## src/miner_consts.svh

```systemverilog
// screen, sprite, map, timer and goal constants shared by the play field RTL
`ifndef MINER_CONSTS_SVH
`define MINER_CONSTS_SVH

// screen geometry
`define MINER_SCREEN_W 320
`define MINER_SCREEN_H 240
`define MINER_GROUND_Y 80

`define MINER_SKY_COLOR 12'h6cf
`define MINER_DIRT_COLOR 12'h852

// sprite edge lengths in pixels
`define MINER_GOLD_SIZE 8
`define MINER_STONE_SIZE 12
`define MINER_DIAMOND_SIZE 4

`define MINER_GOLD_COLOR 12'hfd2
`define MINER_STONE_COLOR 12'h888
`define MINER_DIAMOND_COLOR 12'h2ef

`define MINER_MAP_DEPTH 16
`define MINER_TICK_CYCLES 1000
`define MINER_ROUND_SECONDS 30
`define MINER_GOAL_STEP 75

`endif

```

## src/miner_map_pkg.sv

```systemverilog
// object map types, the raw 32-bit map word and its decoded field view
package miner_map_pkg;

	typedef enum logic [1:0] {
		OBJ_NONE    = 2'd0,
		OBJ_GOLD    = 2'd1,
		OBJ_STONE   = 2'd2,
		OBJ_DIAMOND = 2'd3
	} obj_kind_t;

	// field layout of one map word, msb first
	typedef struct packed {
		logic [8:0] x;
		logic [3:0] rsvd_hi;
		logic [7:0] y;
		logic [6:0] rsvd_mid;
		obj_kind_t  kind;
		logic       visible;
		logic       rsvd_lo;
	} map_fields_t;

	// stored and written as raw, read back as fields
	typedef union packed {
		logic [31:0] raw;
		map_fields_t f;
	} map_entry_u;

	typedef logic [3:0] map_addr_t;

endpackage

```

## src/miner_pix_pkg.sv

```systemverilog
// pixel coordinate and colour types for every block that drives the pixel bus
package miner_pix_pkg;

	// column 0..319
	typedef logic [8:0] pix_x_t;

	// row 0..239
	typedef logic [7:0] pix_y_t;

	// 4 bits each of red, green, blue
	typedef logic [11:0] pix_color_t;

endpackage

```

## src/background_draw.sv

```systemverilog
// raster scan of the whole screen, sky above the ground line and dirt below
`timescale 1ns/1ps
`include "miner_consts.svh"

module background_draw
	import miner_pix_pkg::*;
(
	input  logic       clk,
	input  logic       resetn,
	input  logic       bg_start,
	output pix_x_t     bg_x,
	output pix_y_t     bg_y,
	output pix_color_t bg_color,
	output logic       bg_valid,
	output logic       bg_done
);

	logic active;
	logic row_end;

	assign row_end = (bg_x == pix_x_t'(`MINER_SCREEN_W - 1));

	always_ff @(posedge clk) begin
		if (!resetn) begin
			active  <= 1'b0;
			bg_x    <= '0;
			bg_y    <= '0;
			bg_done <= 1'b0;
		end else begin
			bg_done <= 1'b0;
			if (bg_start) begin
				active <= 1'b1;
				bg_x   <= '0;
				bg_y   <= '0;
			end else if (active) begin
				if (row_end) begin
					bg_x <= '0;
					bg_y <= bg_y + pix_y_t'(1);
					// last row finished
					if (bg_y == pix_y_t'(`MINER_SCREEN_H - 1)) begin
						active  <= 1'b0;
						bg_done <= 1'b1;
					end
				end else begin
					bg_x <= bg_x + pix_x_t'(1);
				end
			end
		end
	end

	assign bg_valid = active;
	assign bg_color = (bg_y < pix_y_t'(`MINER_GROUND_Y)) ? `MINER_SKY_COLOR : `MINER_DIRT_COLOR;

endmodule

```

## src/game_view.sv

```systemverilog
// top of the play field view: map, drawers, round timer, FSM and the pixel bus register
`timescale 1ns/1ps

module game_view
	import miner_pix_pkg::*, miner_map_pkg::*;
(
	input  logic        clk,
	input  logic        resetn,
	input  logic        go,
	input  logic [9:0]  score,
	input  logic        map_we,
	input  map_addr_t   map_waddr,
	input  logic [31:0] map_wdata,
	output pix_x_t      x_out,
	output pix_y_t      y_out,
	output pix_color_t  color_out,
	output logic        write_en,
	output logic [2:0]  level,
	output logic [7:0]  time_remaining,
	output logic        game_over
);

	logic       bg_start, bg_done, bg_valid;
	logic       sprite_start, sprite_done, spr_valid;
	logic       timer_load, timer_run, time_up;
	pix_x_t     bg_x, spr_x;
	pix_y_t     bg_y, spr_y;
	pix_color_t bg_color, spr_color;
	map_addr_t  map_raddr;
	map_entry_u map_rdata;

	map_ram u_map (.clk, .resetn, .map_we, .map_waddr, .map_wdata, .map_raddr, .map_rdata);

	background_draw u_bg (.clk, .resetn, .bg_start, .bg_x, .bg_y, .bg_color, .bg_valid, .bg_done);

	sprite_draw u_spr (.clk, .resetn, .sprite_start, .map_rdata,
		.spr_x, .spr_y, .spr_color, .spr_valid, .sprite_done);

	round_timer u_timer (.clk, .resetn, .timer_load, .timer_run, .time_remaining, .time_up);

	view_ctrl u_ctrl (.clk, .resetn, .go, .score, .time_up, .bg_done, .sprite_done, .map_rdata,
		.bg_start, .sprite_start, .map_raddr, .timer_load, .timer_run, .level, .game_over);

	// only one drawer runs at a time
	always_ff @(posedge clk) begin
		if (!resetn) begin
			write_en <= 1'b0;
		end else begin
			write_en <= bg_valid | spr_valid;
		end
	end

	always_ff @(posedge clk) begin
		if (bg_valid) begin
			x_out     <= bg_x;
			y_out     <= bg_y;
			color_out <= bg_color;
		end else begin
			x_out     <= spr_x;
			y_out     <= spr_y;
			color_out <= spr_color;
		end
	end

endmodule

```

## src/map_ram.sv

```systemverilog
// object map memory, written through the external strobe port, read by the view FSM
`timescale 1ns/1ps
`include "miner_consts.svh"

module map_ram
	import miner_map_pkg::*;
(
	input  logic        clk,
	input  logic        resetn,
	input  logic        map_we,
	input  map_addr_t   map_waddr,
	input  logic [31:0] map_wdata,
	input  map_addr_t   map_raddr,
	output map_entry_u  map_rdata
);

	logic [31:0] mem [`MINER_MAP_DEPTH];

	// reset clears every entry, so nothing is visible until loaded
	always_ff @(posedge clk) begin
		if (!resetn) begin
			for (int i = 0; i < `MINER_MAP_DEPTH; i++) begin
				mem[i] <= '0;
			end
		end else if (map_we) begin
			mem[map_waddr] <= map_wdata;
		end
	end

	// one cycle read latency
	always_ff @(posedge clk) begin
		map_rdata.raw <= mem[map_raddr];
	end

endmodule

```

## src/round_timer.sv

```systemverilog
// round countdown in seconds, with a clock prescaler and a time-up level
`timescale 1ns/1ps
`include "miner_consts.svh"

module round_timer (
	input  logic       clk,
	input  logic       resetn,
	input  logic       timer_load,
	input  logic       timer_run,
	output logic [7:0] time_remaining,
	output logic       time_up
);

	localparam int PRESC_W = $clog2(`MINER_TICK_CYCLES);

	logic [PRESC_W-1:0] presc;
	logic               tick;

	assign tick = (presc == PRESC_W'(`MINER_TICK_CYCLES - 1));

	always_ff @(posedge clk) begin
		if (!resetn || timer_load) begin
			presc          <= '0;
			time_remaining <= 8'(`MINER_ROUND_SECONDS);
		end else if (timer_run && !time_up) begin
			if (tick) begin
				presc          <= '0;
				time_remaining <= time_remaining - 8'd1;
			end else begin
				presc <= presc + PRESC_W'(1);
			end
		end
	end

	// holds at zero until the next load
	assign time_up = (time_remaining == 8'd0);

endmodule

```

## src/sprite_draw.sv

```systemverilog
// draws one map object as a filled square, size and colour chosen by the object kind
`timescale 1ns/1ps
`include "miner_consts.svh"

module sprite_draw
	import miner_pix_pkg::*, miner_map_pkg::*;
(
	input  logic       clk,
	input  logic       resetn,
	input  logic       sprite_start,
	input  map_entry_u map_rdata,
	output pix_x_t     spr_x,
	output pix_y_t     spr_y,
	output pix_color_t spr_color,
	output logic       spr_valid,
	output logic       sprite_done
);

	pix_x_t    org_x;
	pix_y_t    org_y;
	obj_kind_t kind;
	logic      active;
	logic [3:0] off_x;
	logic [3:0] off_y;
	logic [3:0] side;
	logic      col_end;

	// entry is on map_rdata in the start cycle
	always_ff @(posedge clk) begin
		if (sprite_start) begin
			org_x <= map_rdata.f.x;
			org_y <= map_rdata.f.y;
			kind  <= map_rdata.f.kind;
		end
	end

	always_comb begin
		case (kind)
			OBJ_GOLD: begin
				side      = 4'(`MINER_GOLD_SIZE);
				spr_color = `MINER_GOLD_COLOR;
			end
			OBJ_STONE: begin
				side      = 4'(`MINER_STONE_SIZE);
				spr_color = `MINER_STONE_COLOR;
			end
			OBJ_DIAMOND: begin
				side      = 4'(`MINER_DIAMOND_SIZE);
				spr_color = `MINER_DIAMOND_COLOR;
			end
			default: begin
				// no object, a single transparent cycle
				side      = 4'd1;
				spr_color = '0;
			end
		endcase
	end

	assign col_end = (off_x == side - 4'd1);

	always_ff @(posedge clk) begin
		if (!resetn) begin
			active      <= 1'b0;
			off_x       <= '0;
			off_y       <= '0;
			sprite_done <= 1'b0;
		end else begin
			sprite_done <= 1'b0;
			if (sprite_start) begin
				active <= 1'b1;
				off_x  <= '0;
				off_y  <= '0;
			end else if (active) begin
				if (col_end) begin
					off_x <= '0;
					off_y <= off_y + 4'd1;
					if (off_y == side - 4'd1) begin
						active      <= 1'b0;
						sprite_done <= 1'b1;
					end
				end else begin
					off_x <= off_x + 4'd1;
				end
			end
		end
	end

	assign spr_x = org_x + pix_x_t'(off_x);
	assign spr_y = org_y + pix_y_t'(off_y);

	// colour 0 is transparent
	assign spr_valid = active && (spr_color != '0);

endmodule

```

## src/view_ctrl.sv

```systemverilog
// frame sequencing FSM: background, then each visible object, then the timed round
`timescale 1ns/1ps
`include "miner_consts.svh"

module view_ctrl
	import miner_map_pkg::*;
(
	input  logic       clk,
	input  logic       resetn,
	input  logic       go,
	input  logic [9:0] score,
	input  logic       time_up,
	input  logic       bg_done,
	input  logic       sprite_done,
	input  map_entry_u map_rdata,
	output logic       bg_start,
	output logic       sprite_start,
	output map_addr_t  map_raddr,
	output logic       timer_load,
	output logic       timer_run,
	output logic [2:0] level,
	output logic       game_over
);

	localparam logic [2:0] S_IDLE  = 3'd0;
	localparam logic [2:0] S_BG    = 3'd1;
	localparam logic [2:0] S_FETCH = 3'd2;
	localparam logic [2:0] S_CHECK = 3'd3;
	localparam logic [2:0] S_DRAW  = 3'd4;
	localparam logic [2:0] S_PLAY  = 3'd5;
	localparam logic [2:0] S_OVER  = 3'd6;

	logic [2:0] state;
	map_addr_t  obj_idx;
	logic [9:0] goal;
	logic       last_obj;
	logic       obj_next;

	// goal grows by one step per level
	assign goal = 10'(`MINER_GOAL_STEP) * (10'(level) + 10'd1);

	assign last_obj  = (obj_idx == map_addr_t'(`MINER_MAP_DEPTH - 1));
	assign map_raddr = obj_idx;

	// current entry finished, either skipped or drawn
	assign obj_next = ((state == S_CHECK) && !map_rdata.f.visible) ||
		((state == S_DRAW) && sprite_done);

	always_ff @(posedge clk) begin
		if (!resetn) begin
			state        <= S_IDLE;
			obj_idx      <= '0;
			bg_start     <= 1'b0;
			sprite_start <= 1'b0;
			timer_load   <= 1'b0;
			timer_run    <= 1'b0;
			level        <= '0;
			game_over    <= 1'b0;
		end else begin
			bg_start     <= 1'b0;
			sprite_start <= 1'b0;
			timer_load   <= 1'b0;

			case (state)
				S_IDLE: begin
					if (go) begin
						bg_start   <= 1'b1;
						timer_load <= 1'b1;
						state      <= S_BG;
					end
				end
				S_BG: begin
					if (bg_done) begin
						obj_idx <= '0;
						state   <= S_FETCH;
					end
				end
				// address goes out here, data is back in S_CHECK
				S_FETCH: state <= S_CHECK;
				S_CHECK: begin
					if (map_rdata.f.visible) begin
						sprite_start <= 1'b1;
						state        <= S_DRAW;
					end
				end
				S_DRAW: ;
				S_PLAY: begin
					if (time_up) begin
						timer_run <= 1'b0;
						game_over <= 1'b1;
						state     <= S_OVER;
					end else if (score >= goal) begin
						// next level, fresh timer and a full redraw
						level      <= level + 3'd1;
						timer_load <= 1'b1;
						timer_run  <= 1'b0;
						bg_start   <= 1'b1;
						state      <= S_BG;
					end
				end
				S_OVER: ;
				default: state <= S_IDLE;
			endcase

			if (obj_next) begin
				if (last_obj) begin
					timer_run <= 1'b1;
					state     <= S_PLAY;
				end else begin
					obj_idx <= obj_idx + map_addr_t'(1);
					state   <= S_FETCH;
				end
			end
		end
	end

endmodule
```

## config.mk

```make
export PLATFORM = sky130hd
export DESIGN_NAME = game_view
export DESIGN_NICKNAME = d
export VERILOG_FILES = /design/src/miner_map_pkg.sv /design/src/miner_pix_pkg.sv /design/src/background_draw.sv /design/src/game_view.sv /design/src/map_ram.sv /design/src/round_timer.sv /design/src/sprite_draw.sv /design/src/view_ctrl.sv
export VERILOG_INCLUDE_DIRS = /design/src
export SDC_FILE = /design/constraint.sdc
export NUM_CORES = 1
export LEC_CHECK = 0
export BUFFER_PORTS_ARGS = -buffer_cell sky130_fd_sc_hd__buf_4
export CAP_MARGIN = 0
export CELL_PAD_IN_SITES_DETAIL_PLACEMENT = 2
export CELL_PAD_IN_SITES_GLOBAL_PLACEMENT = 2
export CORE_AREA = 2 2 247 249
export DETAILED_ROUTE_END_ITERATION = 10
export DIE_AREA = 0 0 249 251
export PLACE_DENSITY_LB_ADDON = 0.1
export SYNTH_ARGS = -nofsm -noshare
export SYNTH_HDL_FRONTEND = slang
export SYNTH_HIERARCHICAL = 1
export SYNTH_SLANG_ARGS = --single-unit
```

## constraint.sdc

```tcl
create_clock -name clk -period 7.5 [get_ports clk]
set_input_delay 0.375 -clock clk [delete_from_list [all_inputs] [get_ports clk]]
set_output_delay 0.375 -clock clk [all_outputs]
set_load 0.02 [all_outputs]
```

==> run_summary.xml <==
<?xml version="1.0" encoding="UTF-8"?>
<metrics>
  <group name="worst_setup_path">
    <metric name="crit_chain" unit="">inv_1 &gt; ha_1 &gt; inv_1 &gt; ha_1 &gt; inv_1 &gt; fa_1 &gt; inv_1 &gt; ha_1 &gt; and4b_1 &gt; o21ai_0 &gt; nand2_1 &gt; xnor2_1 &gt; ha_1 &gt; a211oi_1 &gt; nor2_1 &gt; a311oi_4 &gt; a21boi_2 &gt; a32o_1</metric>
    <metric name="critical_path.slowest_cell" unit="">sky130_fd_sc_hd__dfxtp_1</metric>
    <metric name="timing.critical_path.max_delay_family" unit="">adder cells</metric>
    <metric name="cp.required" unit="ns">7.98</metric>
    <metric name="worst-path-buf-inv" unit="">4</metric>
    <metric name="setup.worst_path.class" unit="">register to register</metric>
    <metric name="arrival" unit="ns">5.07</metric>
    <metric name="worst_setup_path_start_kind" unit="">register</metric>
    <metric name="slowest_delay" unit="ns">0.52</metric>
    <metric name="critical_path_peak_fanout" unit="">8</metric>
    <metric name="endpoint_kind" unit="">register</metric>
  </group>
  <group name="drt">
    <metric name="detailed_route_wire_length" unit="mm">56.8</metric>
    <metric name="drt-pass1-iter-count" unit="">5</metric>
    <metric name="drc" unit="">0</metric>
    <metric name="number_of_design_rule_violations_left_by_the_first_detailed_router_iteration" unit="">703</metric>
    <metric name="routedWlPerCell" unit="um">23.7</metric>
    <metric name="route.vias.total" unit="">12293</metric>
    <metric name="route.antenna.remaining_nets" unit="">0</metric>
    <metric name="routed_via_density" unit="">5.12</metric>
  </group>
  <group name="timing">
    <metric name="skew" unit="ns">0.0343</metric>
    <metric name="final-hold-violation-count" unit="">0</metric>
    <metric name="relSlewSlack" unit="%">24.7</metric>
    <metric name="final_worst_path_cycle_share" unit="%">61.2</metric>
    <metric name="hold_slack" unit="ns">0.181</metric>
    <metric name="max_freq" unit="GHz">0.218</metric>
    <metric name="finalSetupViolCount" unit="">0</metric>
    <metric name="timing_max_transition_violations_final" unit="">0</metric>
    <metric name="setup-tns-final" unit="ns">0</metric>
    <metric name="worstMarginPinSlew" unit="ns">1.13</metric>
    <metric name="finalCriticalPeriod" unit="ns">4.59</metric>
    <metric name="grt_setup_unrepaired" unit="">no</metric>
  </group>
  <group name="floorplan">
    <metric name="initial_utilization" unit="%">35.2</metric>
    <metric name="fp.dieArea" unit="um^2">62500</metric>
    <metric name="num_io_pins" unit="">92</metric>
    <metric name="die_width" unit="um">249</metric>
    <metric name="core" unit="um^2">59800</metric>
    <metric name="core.rowCount" unit="">90</metric>
    <metric name="die-height" unit="um">251</metric>
  </group>
  <group name="clocking">
    <metric name="clk-insertion-delay-late" unit="ns">0.61</metric>
    <metric name="reg_clk_slew_reported_paths" unit="ns">0.06</metric>
    <metric name="h-tree-depth" unit="">2</metric>
    <metric name="cts-root-to-sink-buffers" unit="">3</metric>
    <metric name="cts-resized-gates" unit="">0</metric>
    <metric name="tritoncts" unit="">yes</metric>
    <metric name="clk_root_buffer_cell" unit="">sky130_fd_sc_hd__clkbuf_16</metric>
    <metric name="cts_num_sinks" unit="">450</metric>
    <metric name="tritoncts.num_buffers" unit="">51</metric>
  </group>
  <group name="placement">
    <metric name="post_place_instance_area" unit="um^2">22200</metric>
    <metric name="buffer_ports.inserted" unit="">79</metric>
    <metric name="place_congestion" unit="">0.736</metric>
    <metric name="dp_cells" unit="">2304</metric>
    <metric name="dp_hpwl" unit="mm">35.7</metric>
  </group>
  <group name="global_routing">
    <metric name="grt_antenna_before_repair" unit="">0</metric>
    <metric name="grt_first_pass_wirelength" unit="mm">86.0</metric>
    <metric name="grt_overflow_total" unit="">0</metric>
    <metric name="maximum_number_of_pins_on_one_net_before_global_route_repair" unit="">49</metric>
    <metric name="first_global_vias" unit="">13676</metric>
    <metric name="grt_usage" unit="%">18.5</metric>
  </group>
  <group name="pwr">
    <metric name="power.static_leakage" unit="uW">0.00845</metric>
    <metric name="ir_drop" unit="V">0.000197</metric>
    <metric name="power.density_cell_area" unit="nW/um^2">245</metric>
  </group>
  <group name="synth">
    <metric name="postSynthAreaPerCell" unit="um^2">13.5</metric>
    <metric name="gate_count_post_synth" unit="">1562</metric>
    <metric name="mappedNetlistArea" unit="um^2">21000</metric>
    <metric name="yosysWarningCount" unit="">6</metric>
  </group>
  <group name="status">
    <metric name="run_status" unit="">complete, no violations</metric>
  </group>
  <group name="finish">
    <metric name="layout_area_growth_over_synthesis" unit="%">13.7</metric>
    <metric name="post-route-util" unit="%">40.0</metric>
    <metric name="nets_finish" unit="">1673</metric>
    <metric name="drive_gt1_share" unit="%">21.3</metric>
    <metric name="post_layout_nonfiller_instances" unit="">2401</metric>
    <metric name="layout.cell_area.non_filler" unit="um^2">23900</metric>
  </group>
  <group name="run">
    <metric name="max_cap_violation_count" unit="">0</metric>
  </group>
  <group name="hold_path">
    <metric name="worstHoldPathType" unit="">primary input to register</metric>
  </group>
</metrics>
## worst reg2reg max path, stage by stage (launching register included)
cell and delay [ns]:
sky130_fd_sc_hd__dfxtp_1 0.52, sky130_fd_sc_hd__inv_1 0.19, sky130_fd_sc_hd__ha_1 0.38, sky130_fd_sc_hd__inv_1 0.20
sky130_fd_sc_hd__ha_1 0.19, sky130_fd_sc_hd__inv_1 0.05, sky130_fd_sc_hd__fa_1 0.38, sky130_fd_sc_hd__inv_1 0.07
sky130_fd_sc_hd__ha_1 0.26, sky130_fd_sc_hd__and4b_1 0.22, sky130_fd_sc_hd__o21ai_0 0.27, sky130_fd_sc_hd__nand2_1 0.15
sky130_fd_sc_hd__xnor2_1 0.15, sky130_fd_sc_hd__ha_1 0.30, sky130_fd_sc_hd__a211oi_1 0.25, sky130_fd_sc_hd__nor2_1 0.10
sky130_fd_sc_hd__a311oi_4 0.39, sky130_fd_sc_hd__a21boi_2 0.16, sky130_fd_sc_hd__a32o_1 0.25
## placed cells by master, fill, tap and decap left out, drive strengths merged, types with 5 or more instances in the layout
cell	n
o31ai	6
a31oi	7
edfxtp	339
clkinv	20
nand3	17
ha	44
mux2i	8
dfxtp	111
a22oi	40
mux4	80
buf	106
nor3	11
or3b	6
inv	30
xor2	16
o21ai	38
mux2	31
nand4	14
clkbuf	66
a21oi	29
nand4b	5
and2	322
or4	8
nor2b	10
nand2b	15
nor4	10
nand3b	6
nand2	57
nor2	66
a211oi	11
xnor2	28
a21o	7
## per-stage QoR
stage | total power (uW) | worst slack [ns]
2_1_floorplan | 3260 | 3.34
3_3_place_gp | 3440 | 2.90
3_5_place_dp | 3450 | 2.83
4_1_cts | 5970 | 2.81
5_1_grt | 6100 | 2.44
6_report | 5860 | 2.91
## layout make-up
class	count	area, um^2
multi-input cells	938	7950
inverters	28	105
well taps	782	978
clock inverters	29	282
repair buffers	107	806
diodes	1	2.50
clock buffers	66	1360
flip-flops and latches	450	12400
fillers	5897	35900
## worst paths after layout
| kind | start | endpoint | slack [ns] | cells past startpoint |
|---|---|---|---|---|
| setup / recovery | u_ctrl/level[0]$_SDFFE_PN0P_ | u_ctrl/timer_load$_SDFF_PN0_ | 2.91 | 18 |
| hold / removal | map_wdata[17] | u_map/mem[8][17]$_SDFFCE_PN0P_ | 0.18 | 2 |
| setup reg to reg | u_ctrl/level[0]$_SDFFE_PN0P_ | u_ctrl/timer_load$_SDFF_PN0_ | 2.91 | 18 |
| hold reg to reg | u_map/map_rdata[23]$_DFF_P_ | u_spr/org_x[0]$_DFFE_PP_ | 0.40 | 0 |
## report_power, final
group          leakage, uW  internal [uW]  switching (uW)
Sequential         0.00414           2820            70.8
Clock             0.000792           1430            1040
Combinational      0.00352            214             279
Total              0.00845           4460            1390
## timing repair
| action | 4_1_cts | 5_1_grt |
|---|---|---|
| hold endpoints to repair | 1 | 0 |
| setup buffers | 0 | 0 |
| hold buffers | 1 | 0 |
## sequential cells by signal (all words and copies together) (netlist names), 2 cells and up
signal                  cells
x_out                       9
u_bg/bg_x                   9
u_ctrl/state                3
y_out                       8
u_map/map_rdata            20
u_timer/presc              10
u_bg/bg_y                   8
color_out                  12
u_map/mem                 320
u_spr/off_y                 4
u_timer/time_remaining      8
u_spr/off_x                 4
u_ctrl/level                3
u_spr/org_x                 9
u_spr/org_y                 8
u_ctrl/map_raddr            4
u_spr/kind                  2
## routing by layer
layer	share of wire, %	vias up	GRT usage, %
met5	0	-	0
met4	2.2	0	5.07
met3	3.4	77	2.83
met2	51	188	32.8
met1	44	6365	23.4
li1	-	5663	-
(Power assumes the default switching activity.)
